[src/rv_mini_pkg.sv]
// ----------------------------------------
// Core state and opcode enums, word sizes,
// memory map and funct3 codes
// ----------------------------------------
package rv_mini_pkg;

    // Data path and memory sizing
    localparam int XLEN      = 32;
    localparam int MEM_WORDS = 1024;
    localparam int MEM_AW    = 10;

    // Memory map, byte addresses
    localparam logic [XLEN-1:0] HALT_ADDR   = 32'd944;
    localparam logic [XLEN-1:0] RESULT_ADDR = 32'd960;
    localparam logic [XLEN-1:0] ARG_ADDR    = 32'd964;

    // addi x0, x0, 0
    localparam logic [XLEN-1:0] NOP_INSTR = 32'h0000_0013;

    // funct3 of the supported ALU ops
    localparam logic [2:0] F3_ADD_SUB = 3'b000;
    localparam logic [2:0] F3_SLL     = 3'b001;
    localparam logic [2:0] F3_XOR     = 3'b100;
    localparam logic [2:0] F3_OR      = 3'b110;
    localparam logic [2:0] F3_AND     = 3'b111;

    // funct3 of the supported branches
    localparam logic [2:0] F3_BEQ = 3'b000;
    localparam logic [2:0] F3_BNE = 3'b001;
    localparam logic [2:0] F3_BLT = 3'b100;

    // Instruction sequencing states
    typedef enum logic [2:0] {
        FETCH,
        DECODE,
        EXECUTE,
        MEMORY,
        WRITEBACK,
        TRAP
    } core_state_e;

    // Major opcodes, anything else traps
    typedef enum logic [6:0] {
        OP     = 7'b0110011,
        OP_IMM = 7'b0010011,
        LUI    = 7'b0110111,
        BRANCH = 7'b1100011,
        LOAD   = 7'b0000011,
        STORE  = 7'b0100011,
        JAL    = 7'b1101111
    } opcode_e;

endpackage

[src/mem_bus_if.sv]
// ----------------------------------------
// One memory request port, master and slave
// ----------------------------------------
`timescale 1ns/1ps

interface mem_bus_if;

    // Request side, held until gnt
    logic                         req;
    logic                         we;
    logic [rv_mini_pkg::XLEN-1:0] addr;
    logic [rv_mini_pkg::XLEN-1:0] wdata;

    // Response side, rdata valid with gnt
    logic [rv_mini_pkg::XLEN-1:0] rdata;
    logic                         gnt;

    modport master (
        output req, we, addr, wdata,
        input  rdata, gnt
    );

    modport slave (
        input  req, we, addr, wdata,
        output rdata, gnt
    );

endinterface

[src/mem_arbiter.sv]
// ----------------------------------------
// Boot, data and instruction arbiter
// ----------------------------------------
`timescale 1ns/1ps

module mem_arbiter (
    input  logic                           clk,
    input  logic                           rst_n,
    input  logic                           run,
    input  logic                           boot_we,
    input  logic [rv_mini_pkg::XLEN-1:0]   boot_addr,
    input  logic [rv_mini_pkg::XLEN-1:0]   boot_wdata,
    mem_bus_if.slave                       ibus,
    mem_bus_if.slave                       dbus,
    output logic                           mem_en,
    output logic                           mem_we,
    output logic [rv_mini_pkg::MEM_AW-1:0] mem_addr,
    output logic [rv_mini_pkg::XLEN-1:0]   mem_wdata,
    input  logic [rv_mini_pkg::XLEN-1:0]   mem_rdata
);

    logic boot_sel;
    logic d_sel;
    logic i_sel;
    logic d_gnt_q;
    logic i_gnt_q;

    // Fixed priority. A bus in its gnt cycle still holds req, mask it
    assign boot_sel = boot_we && !run;
    assign d_sel    = !boot_sel && dbus.req && !d_gnt_q;
    assign i_sel    = !boot_sel && !dbus.req && run && ibus.req && !i_gnt_q;

    // ----------------------------------------
    // Memory side
    // ----------------------------------------
    always_comb begin
        mem_en    = boot_sel || d_sel || i_sel;
        mem_we    = boot_sel || (d_sel && dbus.we);
        mem_wdata = boot_sel ? boot_wdata : dbus.wdata;
        if (boot_sel) begin
            mem_addr = boot_addr[2 +: rv_mini_pkg::MEM_AW];
        end else if (d_sel) begin
            mem_addr = dbus.addr[2 +: rv_mini_pkg::MEM_AW];
        end else begin
            mem_addr = ibus.addr[2 +: rv_mini_pkg::MEM_AW];
        end
    end

    // Grant one cycle after acceptance, with the read data
    always_ff @(posedge clk or negedge rst_n) begin
        if (!rst_n) begin
            d_gnt_q <= 1'b0;
            i_gnt_q <= 1'b0;
        end else begin
            d_gnt_q <= d_sel;
            i_gnt_q <= i_sel;
        end
    end

    assign dbus.gnt   = d_gnt_q;
    assign ibus.gnt   = i_gnt_q;
    assign dbus.rdata = mem_rdata;
    assign ibus.rdata = mem_rdata;

    a_one_gnt: assert property (@(posedge clk) disable iff (!rst_n)
        !(ibus.gnt && dbus.gnt));

endmodule

[src/flat_wrapper.sv]
// flat-port wrapper written by rule: the top's interface ports become plain ports
module mem_arbiter_flat 
  (clk, rst_n, run, boot_we, boot_addr, boot_wdata, mem_en, mem_we, mem_addr, mem_wdata, mem_rdata, ibus_req, ibus_we, ibus_addr, ibus_wdata, ibus_rdata, ibus_gnt, dbus_req, dbus_we, dbus_addr, dbus_wdata, dbus_rdata, dbus_gnt);
  mem_bus_if ibus_i ();
  mem_bus_if dbus_i ();
  input  logic clk;
  input  logic rst_n;
  input  logic run;
  input  logic boot_we;
  input  logic [rv_mini_pkg::XLEN-1:0] boot_addr;
  input  logic [rv_mini_pkg::XLEN-1:0] boot_wdata;
  output logic mem_en;
  output logic mem_we;
  output logic [rv_mini_pkg::MEM_AW-1:0] mem_addr;
  output logic [rv_mini_pkg::XLEN-1:0] mem_wdata;
  input  logic [rv_mini_pkg::XLEN-1:0] mem_rdata;
  input wire logic [$bits(ibus_i.req)-1:0] ibus_req;
  input wire logic [$bits(ibus_i.we)-1:0] ibus_we;
  input wire logic [$bits(ibus_i.addr)-1:0] ibus_addr;
  input wire logic [$bits(ibus_i.wdata)-1:0] ibus_wdata;
  output wire logic [$bits(ibus_i.rdata)-1:0] ibus_rdata;
  output wire logic [$bits(ibus_i.gnt)-1:0] ibus_gnt;
  input wire logic [$bits(dbus_i.req)-1:0] dbus_req;
  input wire logic [$bits(dbus_i.we)-1:0] dbus_we;
  input wire logic [$bits(dbus_i.addr)-1:0] dbus_addr;
  input wire logic [$bits(dbus_i.wdata)-1:0] dbus_wdata;
  output wire logic [$bits(dbus_i.rdata)-1:0] dbus_rdata;
  output wire logic [$bits(dbus_i.gnt)-1:0] dbus_gnt;
  assign ibus_i.req = ibus_req;
  assign ibus_i.we = ibus_we;
  assign ibus_i.addr = ibus_addr;
  assign ibus_i.wdata = ibus_wdata;
  assign ibus_rdata = ibus_i.rdata;
  assign ibus_gnt = ibus_i.gnt;
  assign dbus_i.req = dbus_req;
  assign dbus_i.we = dbus_we;
  assign dbus_i.addr = dbus_addr;
  assign dbus_i.wdata = dbus_wdata;
  assign dbus_rdata = dbus_i.rdata;
  assign dbus_gnt = dbus_i.gnt;
  mem_arbiter u_core (.clk(clk), .rst_n(rst_n), .run(run), .boot_we(boot_we), .boot_addr(boot_addr), .boot_wdata(boot_wdata), .ibus(ibus_i), .dbus(dbus_i), .mem_en(mem_en), .mem_we(mem_we), .mem_addr(mem_addr), .mem_wdata(mem_wdata), .mem_rdata(mem_rdata));
endmodule
[config.mk]
export PLATFORM = sky130hd
export DESIGN_NAME = mem_arbiter_flat
export DESIGN_NICKNAME = d
export VERILOG_FILES = /design/src/rv_mini_pkg.sv /design/src/mem_bus_if.sv /design/src/mem_arbiter.sv /design/src/flat_wrapper.sv
export SDC_FILE = /design/constraint.sdc
export NUM_CORES = 1
export LEC_CHECK = 0
export ABC_AREA = 1
export CAP_MARGIN = 20
export CORE_AREA = 2 2 134 136
export CTS_BUF_LIST = sky130_fd_sc_hd__clkbuf_2
export CTS_CLUSTER_SIZE = 25
export DETAILED_ROUTE_END_ITERATION = 16
export DIE_AREA = 0 0 136 138
export DONT_BUFFER_PORTS = 1
export GPL_ROUTABILITY_DRIVEN = 0
export SLEW_MARGIN = 25
export SYNTH_ARGS = -nofsm -noshare
export SYNTH_HDL_FRONTEND = slang
export SYNTH_SLANG_ARGS = --single-unit
[constraint.sdc]
create_clock -name clk -period 3.1 [get_ports clk]
set_clock_uncertainty 0.1 [all_clocks]
set_input_delay 0.465 -clock clk [delete_from_list [all_inputs] [get_ports clk]]
set_output_delay 0.465 -clock clk [all_outputs]
set_load 0.02 [all_outputs]
==> flow_summary_export.csv <==
group,metric,value,unit
logic_synthesis,synthTopCellsByArea,"buf_4 (39%), nand2_1 (33%), nand3_1 (13%), buf_6 (5.4%), dfrtp_1 (4.0%)",
global_route,grt_use_total,5.47,%
logic_synthesis,synth_top_area_share,38.7,%
worst_setup_path,endpoint_kind,"output port",
clocking,cts_sinks,2,
floorplanning,chipWidth,136,microns
logic_synthesis,syn_area_per_cell,5.41,sq um
status,status,"completed",
sta,report.final.setup_viol,0,
logic_synthesis,synth_fp_nets,461,
clocking,path_clk_slew,30,ps
clocking,clock_path_buffers,2,
layout,drive_gt1_share,8.54,%
worst_setup_path,worstSetupStartpointType,"input pin",
logic_synthesis,ys_ff_latch,2,
layout,fill_cells,2110,
floorplanning,rows,49,
logic_synthesis,synth.yosys.seq_area_share,4.04,%
worst_setup_path,cp_num_buf_inv,2,
clocking,h-tree-depth,1,
route,wl,5570,microns
sta,relSlewSlack,62.9,%
logic_synthesis,netlist.top_cell.by_area,"buf_4",
power,p_per_area,252,nW/um^2
layout,num_antenna_cells,0,
layout,fin_nets,398,
power,finalPower,268,uW
sta,fmax,449,MHz
logic_synthesis,syn_inst,229,
worst_setup_path,cp.required,2530,ps
clocking,ctsHoldBuffers,1,
route,drtPass1Iterations,4,
sta,rsz0062_at_grt,"no",
sta,slew_violations,0,
place,dp_hpwl,4900,microns
power,peakVddDrop,0.000149,V
worst_setup_path,crit_type,"in2out",
layout,area_growth,-14.2,%
worst_setup_path,r2r_cells,3,
route,avgViaCountPerCell,2.78,
clocking,post_cts_buffers,0,
route,drtIter0Drc,25,
global_route,antenna_found_initial,0,
floorplanning,dieArea,18800,sq um
worst_setup_path,crit_family,"simple AND/OR/NAND/NOR gates",
sta,fin_crit,2230,ps
floorplanning,core,17500,sq um
floorplanning,die_h,138,microns
worst_setup_path,max_stage_delay,410,ps
global_route,grt_pass1_wl,7220,microns
route,drc,0,
logic_synthesis,syn_area,1240,sq um
logic_synthesis,yosysUniqueCellTypes,11,
worst_setup_path,critPathMostFrequentCell,"nand3_1",
worst_setup_path,critPathSlowestCell,"nand2_2",
sta,finalHoldViolCount,0,
worst_setup_path,worstSetupPathDepth,5,
power,power.leakage,0.509,nW
sta,timing.final.crit_share,71.9,%
sta,timing.setup.tns,0,ps
clocking,cts_resized,0,
floorplanning,pin_count,342,
global_route,grt_pass1_vias,1110,
logic_synthesis,yosys_warnings,0,
global_route,grt_max_degree,28,
clocking,worstSkewPairLatency,190,ps
global_route,grt_overflow,0,
worst_setup_path,arrival,1660,ps
place,io_buffers,0,
flow_run,maxCapViolations,0,
clocking,cts-buffers-inserted,3,
worst_hold_path,holdPathStages,2,
route,ant_nets,0,
worst_setup_path,worstPathCellList,"inv_1, nand2_2, buf_4, nand3_1, nand3_1",
floorplanning,start_util,7.07,%
worst_setup_path,crit_path_max_fanout,27,
worst_hold_path,hold_class,"in2reg",
sta,worstMarginPinSlew,554,ps
route,routedWlPerCell,14.2,microns
clocking,cts_tree,"yes",
route,vias,1092,
clocking,cts-root-buf,"clkbuf_2",
==> per-stage QoR <==
step	instance area [sq um]	setup WS [ps]	utilization, %	instances	hold WS [ps]
2_1_floorplan	1240	1460	-	229	69.4
3_3_place_gp	1040	863	5.92	389	69.5
3_5_place_dp	1040	786	5.92	389	69.5
4_1_cts	1060	788	6.07	393	320
5_1_grt	1060	700	6.07	393	343
6_report	1060	873	6.07	393	338
==> state kept, by name (all words and copies together) (netlist names) <==
| register | count |
|---|---|
| u_core.ibus.gnt | 1 |
| u_core.dbus.gnt | 1 |
==> synthesized netlist by cell type <==
master / instances
buf_2: 6
nand3_1: 32
inv_1: 4
nor2_2: 1
inv_2: 2
buf_4: 64
dfrtp_1: 2
nand2_1: 110
buf_6: 6
nor2_1: 1
nand2_2: 1
==> path summary, 6_finish.rpt <==
path	startpoint	end	slack (ps)
worst min-delay path	ibus_req	u_core.ibus.gnt	340
worst min register to register	u_core.ibus.gnt	u_core.ibus.gnt	580
max in group asynchronous	rst_n	u_core.dbus.gnt	2370
worst max-delay path	run	mem_addr[9]	870
worst max register to register	u_core.dbus.gnt	u_core.dbus.gnt	1810
min in group asynchronous	rst_n	u_core.ibus.gnt	400
==> layout make-up <==
class	count	area (sq um)	area share (%)
inverters	6	22.5	2.12
flip-flops and latches	2	50.0	4.71
repair buffers	8	100	9.41
well taps	229	287	26.9
clock buffers	3	15.0	1.41
multi-input cells	145	589	55.4
==> cell families (layout without fill, tap and decap cells) <==
logic type | count (synthesis) | in the layout | share of synthesized area [%]
buffers and inverters | 82 | 17 | 48.4
DFF | 2 | 2 | 4.04
and+or+nand+nor | 145 | 145 | 47.5
==> power breakdown <==
part           internal, mW  switching [mW]
Clock                0.0257          0.0157
Combinational        0.0488           0.147
Sequential           0.0278         0.00347
==> per-layer routing <==
metal	wire, microns	GRT usage [%]
met4	257	3.07
met5	0	0
met2	2710	9.92
met3	1090	3.92
met1	1500	4.09
==> placed cells by master, fill, tap and decap left out <==
| cell | Yosys | layout |
|---|---|---|
| clkbuf_2 | 0 | 3 |
| nor2_1 | 1 | 1 |
| dlygate4sd3_1 | 0 | 1 |
| dfrtp_1 | 2 | 2 |
| nand2_1 | 110 | 110 |
| nand2_2 | 1 | 1 |
| inv_2 | 2 | 2 |
| nor2_2 | 1 | 1 |
| buf_12 | 0 | 3 |
| buf_4 | 64 | 4 |
| inv_1 | 4 | 4 |
| nand3_1 | 32 | 32 |
Power figures use the tool's default switching activity.
