[src/rv_mini_pkg.sv]
// ----------------------------------------
// Core state and opcode enums, word sizes,
// memory map and funct3 codes
// ----------------------------------------
package rv_mini_pkg;

    // Data path and memory sizing
    localparam int XLEN      = 32;
    localparam int MEM_WORDS = 1024;
    localparam int MEM_AW    = 10;

    // Memory map, byte addresses
    localparam logic [XLEN-1:0] HALT_ADDR   = 32'd944;
    localparam logic [XLEN-1:0] RESULT_ADDR = 32'd960;
    localparam logic [XLEN-1:0] ARG_ADDR    = 32'd964;

    // addi x0, x0, 0
    localparam logic [XLEN-1:0] NOP_INSTR = 32'h0000_0013;

    // funct3 of the supported ALU ops
    localparam logic [2:0] F3_ADD_SUB = 3'b000;
    localparam logic [2:0] F3_SLL     = 3'b001;
    localparam logic [2:0] F3_XOR     = 3'b100;
    localparam logic [2:0] F3_OR      = 3'b110;
    localparam logic [2:0] F3_AND     = 3'b111;

    // funct3 of the supported branches
    localparam logic [2:0] F3_BEQ = 3'b000;
    localparam logic [2:0] F3_BNE = 3'b001;
    localparam logic [2:0] F3_BLT = 3'b100;

    // Instruction sequencing states
    typedef enum logic [2:0] {
        FETCH,
        DECODE,
        EXECUTE,
        MEMORY,
        WRITEBACK,
        TRAP
    } core_state_e;

    // Major opcodes, anything else traps
    typedef enum logic [6:0] {
        OP     = 7'b0110011,
        OP_IMM = 7'b0010011,
        LUI    = 7'b0110111,
        BRANCH = 7'b1100011,
        LOAD   = 7'b0000011,
        STORE  = 7'b0100011,
        JAL    = 7'b1101111
    } opcode_e;

endpackage

[src/pc_counter.sv]
// ----------------------------------------
// Program counter and retire count
// ----------------------------------------
`timescale 1ns/1ps

module pc_counter (
    input  logic                         clk,
    input  logic                         rst_n,
    input  logic                         pc_inc,
    input  logic                         pc_load,
    input  logic [rv_mini_pkg::XLEN-1:0] target,
    output logic [rv_mini_pkg::XLEN-1:0] pc,
    output logic [rv_mini_pkg::XLEN-1:0] retired
);

    // Load wins, the FSM never raises both
    always_ff @(posedge clk or negedge rst_n) begin
        if (!rst_n) begin
            pc <= '0;
        end else if (pc_load) begin
            pc <= target;
        end else if (pc_inc) begin
            pc <= pc + 32'd4;
        end
    end

    // One strobe per completed instruction
    always_ff @(posedge clk or negedge rst_n) begin
        if (!rst_n) begin
            retired <= '0;
        end else if (pc_inc || pc_load) begin
            retired <= retired + 32'd1;
        end
    end

    // Targets come from decoded immediates, so alignment is not a given
    a_pc_aligned: assert property (@(posedge clk) disable iff (!rst_n)
        pc[1:0] == 2'b00);

endmodule

[config.mk]
export PLATFORM = sky130hd
export DESIGN_NAME = pc_counter
export DESIGN_NICKNAME = d
export VERILOG_FILES = /design/src/rv_mini_pkg.sv /design/src/pc_counter.sv
export SDC_FILE = /design/constraint.sdc
export NUM_CORES = 1
export LEC_CHECK = 0
export BUFFER_PORTS_ARGS = -buffer_cell sky130_fd_sc_hd__buf_2
export CAP_MARGIN = 30
export CELL_PAD_IN_SITES_DETAIL_PLACEMENT = 1
export CELL_PAD_IN_SITES_GLOBAL_PLACEMENT = 1
export CORE_ASPECT_RATIO = 0.8
export CORE_MARGIN = 1.5
export CORE_UTILIZATION = 30
export DETAILED_ROUTE_END_ITERATION = 8
export GPL_TIMING_DRIVEN = 1
export HOLD_SLACK_MARGIN = 0.12
export PLACE_DENSITY_LB_ADDON = 0.1
export SLEW_MARGIN = 10
export SYNTH_ARGS = -nofsm -noshare
export SYNTH_HDL_FRONTEND = slang
export SYNTH_SLANG_ARGS = --single-unit
[constraint.sdc]
create_clock -name clk -period 1.7 [get_ports clk]
set_input_delay 0.17 -clock clk [delete_from_list [all_inputs] [get_ports clk]]
set_output_delay 0.17 -clock clk [all_outputs]
set_load 0.02 [all_outputs]
==> metrics.cfg, run 1 <==
[final_layout]
nets=534
final_cells=641
area_delta_synth_final_pct=55.2
drive_gt1_share_pct=39.3
antennaDiodeCount=0
fill_cells=1206

[floorplanning]
start_util_pct=31.0
die_y_um=95.2
row_count=33
ioPinCount=100
fp.coreArea_um2=10300
die-area_um2=11200
die_w_um=118

[logic_synthesis]
yosysTopAreaCell=dfrtp_1
syn_avg_cell_area_um2=10.2
synth_seq_cells=64
yosys_warnings=0
synth.distinct_cells=40
synth.top_cell.area_share_pct=50.3
ys_seq_area_share_pct=50.3
yosys-top-cells-area=dfrtp_1 (50%), xnor2_1 (8.5%), xor2_1 (7.4%)
syn_inst=313
syn-cell-area_um2=3180
synth_nets=351

[cts]
cts_sinks=64
cts_buffers=9
clkLatencyLatePin_ns=0.34
clk_path_buf_depth=2
tritoncts=built
htreeDepth=3
clkSlewWorstSetupHoldPaths_ns=0.05
cts_root_buf=clkbuf_16

[sta]
slew_viol_final=0
finalSetupTns_ns=0
fin_crit_sh_pct=99.0
rsz0062_at_grt=yes
hold_viol_final=0
setup_viol=0
finalCriticalPeriod_ns=1.68
fin_ws_ns=0.0174
finClkSkew_ns=0.00951
worst_pin_slew_ns=0.368
slew_headroom_pct=75.5
max_freq_ghz=0.594

[critical_path]
cp_data_required_time_ns=1.90
crit_family=simple AND/OR/NAND/NOR gates
ff2ff_setup_slack_ns=0.02
max_stage_delay_ns=0.49
cp-start-kind=flip-flop
slowest_stage=or4_4
arrival_ns=1.88
end_kind=flip-flop
crit_buf_inv=0
crit_type=flip-flop to flip-flop
cp_max_fo=5
path_cells=ha_4, nand3_1, or4_4, nor3_4, xnor2_1, o21ai_1

[flow_run]
max_cap_viol_count=0

[place]
dpl_worst_slack_ns=-0.173
dp_cells=580
dp.final_hpwl_um=6670
port_buffers=99
routabilityCongestion=0.731

[power_and_ir_drop]
max-vdd-ir-drop_uv=835
powerDensity_nw_per_um2=1000
power_leakage_uw=0.00240
power.total_uw=4950

[routing]
via_per_inst=4.57
dr.pass1.iters=4
routed_wl_um=9600
via_count=2928
antenna_left=0
avgRoutedWirePerCell_um=15.0
route.detailed.drc=0
drt-initial-drc-count=82

[status]
status=complete, no violations

[global_routing]
antenna_found_initial=0
grt_pass1_vias=3024
grt_use_total_pct=17.9
grt_max_degree=65
grt_overflow=0
grt_pass1_wl_um=15600

[min_path]
hold_path.class=primary input to flip-flop

-- final timing paths --
kind / startpoint / endpoint / depth (start not counted)
setup / recovery: pc[3] / pc[18] / 6
hold / removal: pc_inc / pc[10] / 4
setup reg to reg: pc[3] / pc[18] / 6
min in group asynchronous: rst_n / pc[15] / 3
hold reg to reg: retired[31] / retired[31] / 1
max in group asynchronous: rst_n / pc[4] / 3
-- area by class of cell --
type / instances / area [um2] / area share, %
Tap cell: 140 / 175 / 3.54
Clock buffer: 13 / 270 / 5.47
Sequential cell: 64 / 1610 / 32.6
Clock inverter: 3 / 40.0 / 0.810
Inverter: 4 / 15.0 / 0.304
Multi-Input combinational cell: 236 / 1630 / 32.9
Timing Repair Buffer: 181 / 1210 / 24.4
-- worst reg2reg max path, delay by kind of cell (launching register included) --
family / cells / cell delay [ns]
simple gates: 3 / 0.75
flops: 1 / 0.42
fa+ha+maj: 1 / 0.17
xor+xnor: 1 / 0.14
compound gates: 1 / 0.08
-- synth_stat cells (all sizes together) --
| cell type | number |
|---|---|
| a31oi | 1 |
| and2 | 2 |
| and3 | 7 |
| and4 | 6 |
| buf | 4 |
| clkbuf | 5 |
| dfrtp | 64 |
| ha | 2 |
| inv | 4 |
| mux2 | 3 |
| mux2i | 1 |
| nand2 | 48 |
| nand3 | 22 |
| nand3b | 1 |
| nand4 | 19 |
| nand4bb | 1 |
| nor2 | 17 |
| nor2b | 1 |
| nor3 | 6 |
| nor4 | 2 |
| nor4b | 1 |
| o211a | 1 |
| o21ai | 31 |
| o22ai | 1 |
| or2 | 1 |
| or3 | 2 |
| or4 | 2 |
| xnor2 | 31 |
| xor2 | 27 |
-- per-layer routing --
layer / GRT usage (%) / vias to the layer above / part of all wire [%]
li1: - / 1457 / -
met2: 27.8 / 60 / 45
met4: 5.49 / 0 / 1.2
met5: 0 / - / 0
met1: 24.3 / 1400 / 49
met3: 5.14 / 11 / 4.5
-- placed cells by master (no fill, tap or decap), drive strengths merged, types with 2 or more instances in the layout --
cell type,count
and2,2
and3,7
and4,6
buf,148
clkbuf,13
clkinv,2
dfrtp,64
dlygate4sd3,33
ha,2
inv,4
mux2,3
nand2,48
nand3,22
nand4,19
nor2,17
nor3,6
nor4,2
o21ai,31
or3,2
or4,2
xnor2,31
xor2,27
-- metrics by stage --
step | hold slack (ns) | util, % | instance area, um2
after detailed placement | 0.223 | 40.0 | 4120
after global placement | 0.222 | 40.0 | 4120
after CTS | 0.337 | 46.6 | 4790
after floorplan | -0.126 | - | 3200
after global routing | 0.412 | 48.1 | 4940
final | 0.355 | 48.1 | 4940
-- cells by family after synthesis --
kind of cell / Yosys count / synth area share, %
mux: 4 / 1.38
fa+ha+maj: 2 / 0.786
flops: 64 / 50.3
compound gates: 34 / 5.58
buf+inv: 13 / 1.73
xor+xnor: 58 / 16.0
simple gates: 138 / 24.3
-- registers in the layout, indices dropped and copies added (netlist names) --
name,count
pc,32
retired,32
-- report_power, final --
part / switching [uW] / internal (uW)
Sequential: 140 / 1690
Clock: 667 / 1250
Combinational: 640 / 562
-- timing repair --
| item | 4_1_cts | 5_1_grt |
|---|---|---|
| gates cloned | 0 | 0 |
| hold endpoints to repair | 96 | 0 |
| pin swaps | 1 | 7 |
| buffers inserted | 2 | 10 |
| resized for setup | 3 | 14 |
| endpoints found under the setup margin | 11 | 22 |
| hold buffers | 33 | 0 |
Power figures use the tool's default switching activity.
==> run 2, diff against run 1 <==
==> constraint.sdc (replaced) <==
create_clock -name clk -period 1.7 [get_ports clk]
set_input_delay 0.34 -clock clk [delete_from_list [all_inputs] [get_ports clk]]
set_output_delay 0.34 -clock clk [all_outputs]
set_load 0.02 [all_outputs]
==> run 2 against run 1 <==
  * Die area unchanged
  * Critical path type unchanged
  * Worst hold slack worse by 0.14 ns
  * Largest cell class unchanged
  * Routed wire length down 4.0%
  * Non-clock buffer count down 28
  * Maximum frequency up 1.8%
  * Count of clock-buffer cells in the layout unchanged
  * Register-to-register slack better by 0.03 ns
  * Cell area down 5.8%
  * Clock power down 3%
  * Sequential power about the same
==> metrics.cfg, run 2 (synthesis results as in run 1) <==
[sta]
hold_viol_final=0
finClkSkew_ns=0.00584
slew_viol_final=0
slew_headroom_pct=76.4
rsz0062_at_grt=yes
fin_crit_sh_pct=97.3
whs_ns=0.212
worst_pin_slew_ns=0.354
max_freq_ghz=0.605
finalCriticalPeriod_ns=1.65
setup_viol=0

[final_layout]
area_delta_synth_final_pct=46.2
stdcell_area_um2=4660
layout_common_cells=buf_2 (99), dfrtp_1 (56), buf_4 (51)
nets=506
top_regs=pc: 32 flops, retired: 32 flops
antennaDiodeCount=0
layout_commonest_cell=buf_2
drive_gt1_share_pct=42.9

[cts]
clkSlewWorstSetupHoldPaths_ns=0.05
cts_buffers=9
cts_sinks=64
cts_root_buf=clkbuf_16
tritoncts=built
clk_path_buf_depth=2
clkLatencyLatePin_ns=0.33
htreeDepth=3

[critical_path]
end_kind=flip-flop
crit_family=simple AND/OR/NAND/NOR gates
ff2ff_setup_slack_ns=0.05
max_stage_delay_ns=0.48
crit_type=flip-flop to flip-flop
crit_buf_inv=0
slowest_stage=or4_4
cp_data_required_time_ns=1.91
arrival_ns=1.86
path_cells=ha_4, nand3_1, or4_4, nor3_2, xnor2_1, o21ai_1
cp-start-kind=flip-flop
cp_max_fo=4

[floorplanning]
die_y_um=95.2
row_count=33
start_util_pct=31.0
die-area_um2=11200
ioPinCount=100
die_w_um=118
fp.coreArea_um2=10300

[global_routing]
use_met1_pct=23.2
grt_max_degree=65
grt_use_met3_pct=6.28
grt_overflow=0
grt_pass1_vias=2938
grt_pass1_wl_um=15000
grt_use_total_pct=17.2
top_usage_layer=met2
use_met2_pct=26.2
antenna_found_initial=1

[routing]
route.detailed.drc=0
antenna_left=0
routed_wl_um=9210
via_count=2820
via_per_inst=4.60
drt-initial-drc-count=92
avgRoutedWirePerCell_um=15.0
dr.pass1.iters=4

[place]
routabilityCongestion=0.749
dp.final_hpwl_um=6710
place_area_um2=4170
port_buffers=99

[power_and_ir_drop]
powerDensity_nw_per_um2=1030
max-vdd-ir-drop_uv=864
power_leakage_uw=0.00228

[min_path]
hold_path.class=primary input to flip-flop

[status]
status=complete, no violations

[flow_run]
max_cap_viol_count=0

## run 2: changes by cell type in the layout (fill, tap and decap cells not counted), moves of 2 or more
cell | before | now
nand3_1 | 17 | 19
nor2_1 | 15 | 12
dfrtp_1 | 58 | 56
dlygate4sd3_1 | 33 | 1
buf_4 | 48 | 51
nor2_4 | 1 | 3
dfrtp_2 | 6 | 8
nand3_2 | 5 | 3
## run 2: final cells by class
| type | instances | area (um2) |
|---|---|---|
| flip-flops and latches | 64 | 1610 |
| clock inverters | 3 | 40.0 |
| well taps | 140 | 175 |
| multi-input cells | 236 | 1630 |
| clock buffers | 13 | 260 |
| fillers | 1193 | 5630 |
| repair buffers | 153 | 928 |
| inverters | 4 | 15.0 |
## run 2: path summary, 6_finish.rpt
path	start	end	cells after the start
max	pc[2]	pc[18]	6
min	target[2]	pc[2]	3
max reg2reg	pc[2]	pc[18]	6
min reg2reg	retired[29]	retired[29]	1
max in group asynchronous	rst_n	retired[0]	3
min in group asynchronous	rst_n	pc[13]	3
## run 2: what timing repair did
item	in CTS	in global routing
cloned	0	0
hold buffers	1	0
endpoints found under the setup margin	1	21
buffers inserted	0	10
endpoints found under the hold margin	64	0
pin swaps	0	8
resized for setup	1	20
## run 2: worst min-delay path: stages
cell,delay (ns)
buf_2,0.07
nand2_1,0.04
o21ai_0,0.05
## run 2: stage by stage
stage	cells	utilization [%]	worst slack, ns	setup TNS, ns	power [uW]
2_1_floorplan	313	-	0.000914	0	2380
3_3_place_gp	586	40.6	-0.0215	-0.0339	2890
3_5_place_dp	586	40.6	-0.0521	-0.278	2910
4_1_cts	603	43.6	0.00185	0	4820
5_1_grt	613	45.3	-0.0387	-0.115	5050
6_report	613	45.3	0.0466	0	4780
## run 2: layer usage
metal	vias up	share of wire, %
li1	1395	-
met1	1363	49
met2	57	45
met3	5	5.1
met4	0	0.81
met5	-	0
## run 2: report_power, final
group	leakage, uW	internal, uW	switching, uW	total [uW]
logic	0.00132	480	606	1090
clock network	0.000150	1210	650	1860
registers	0.000812	1690	145	1830
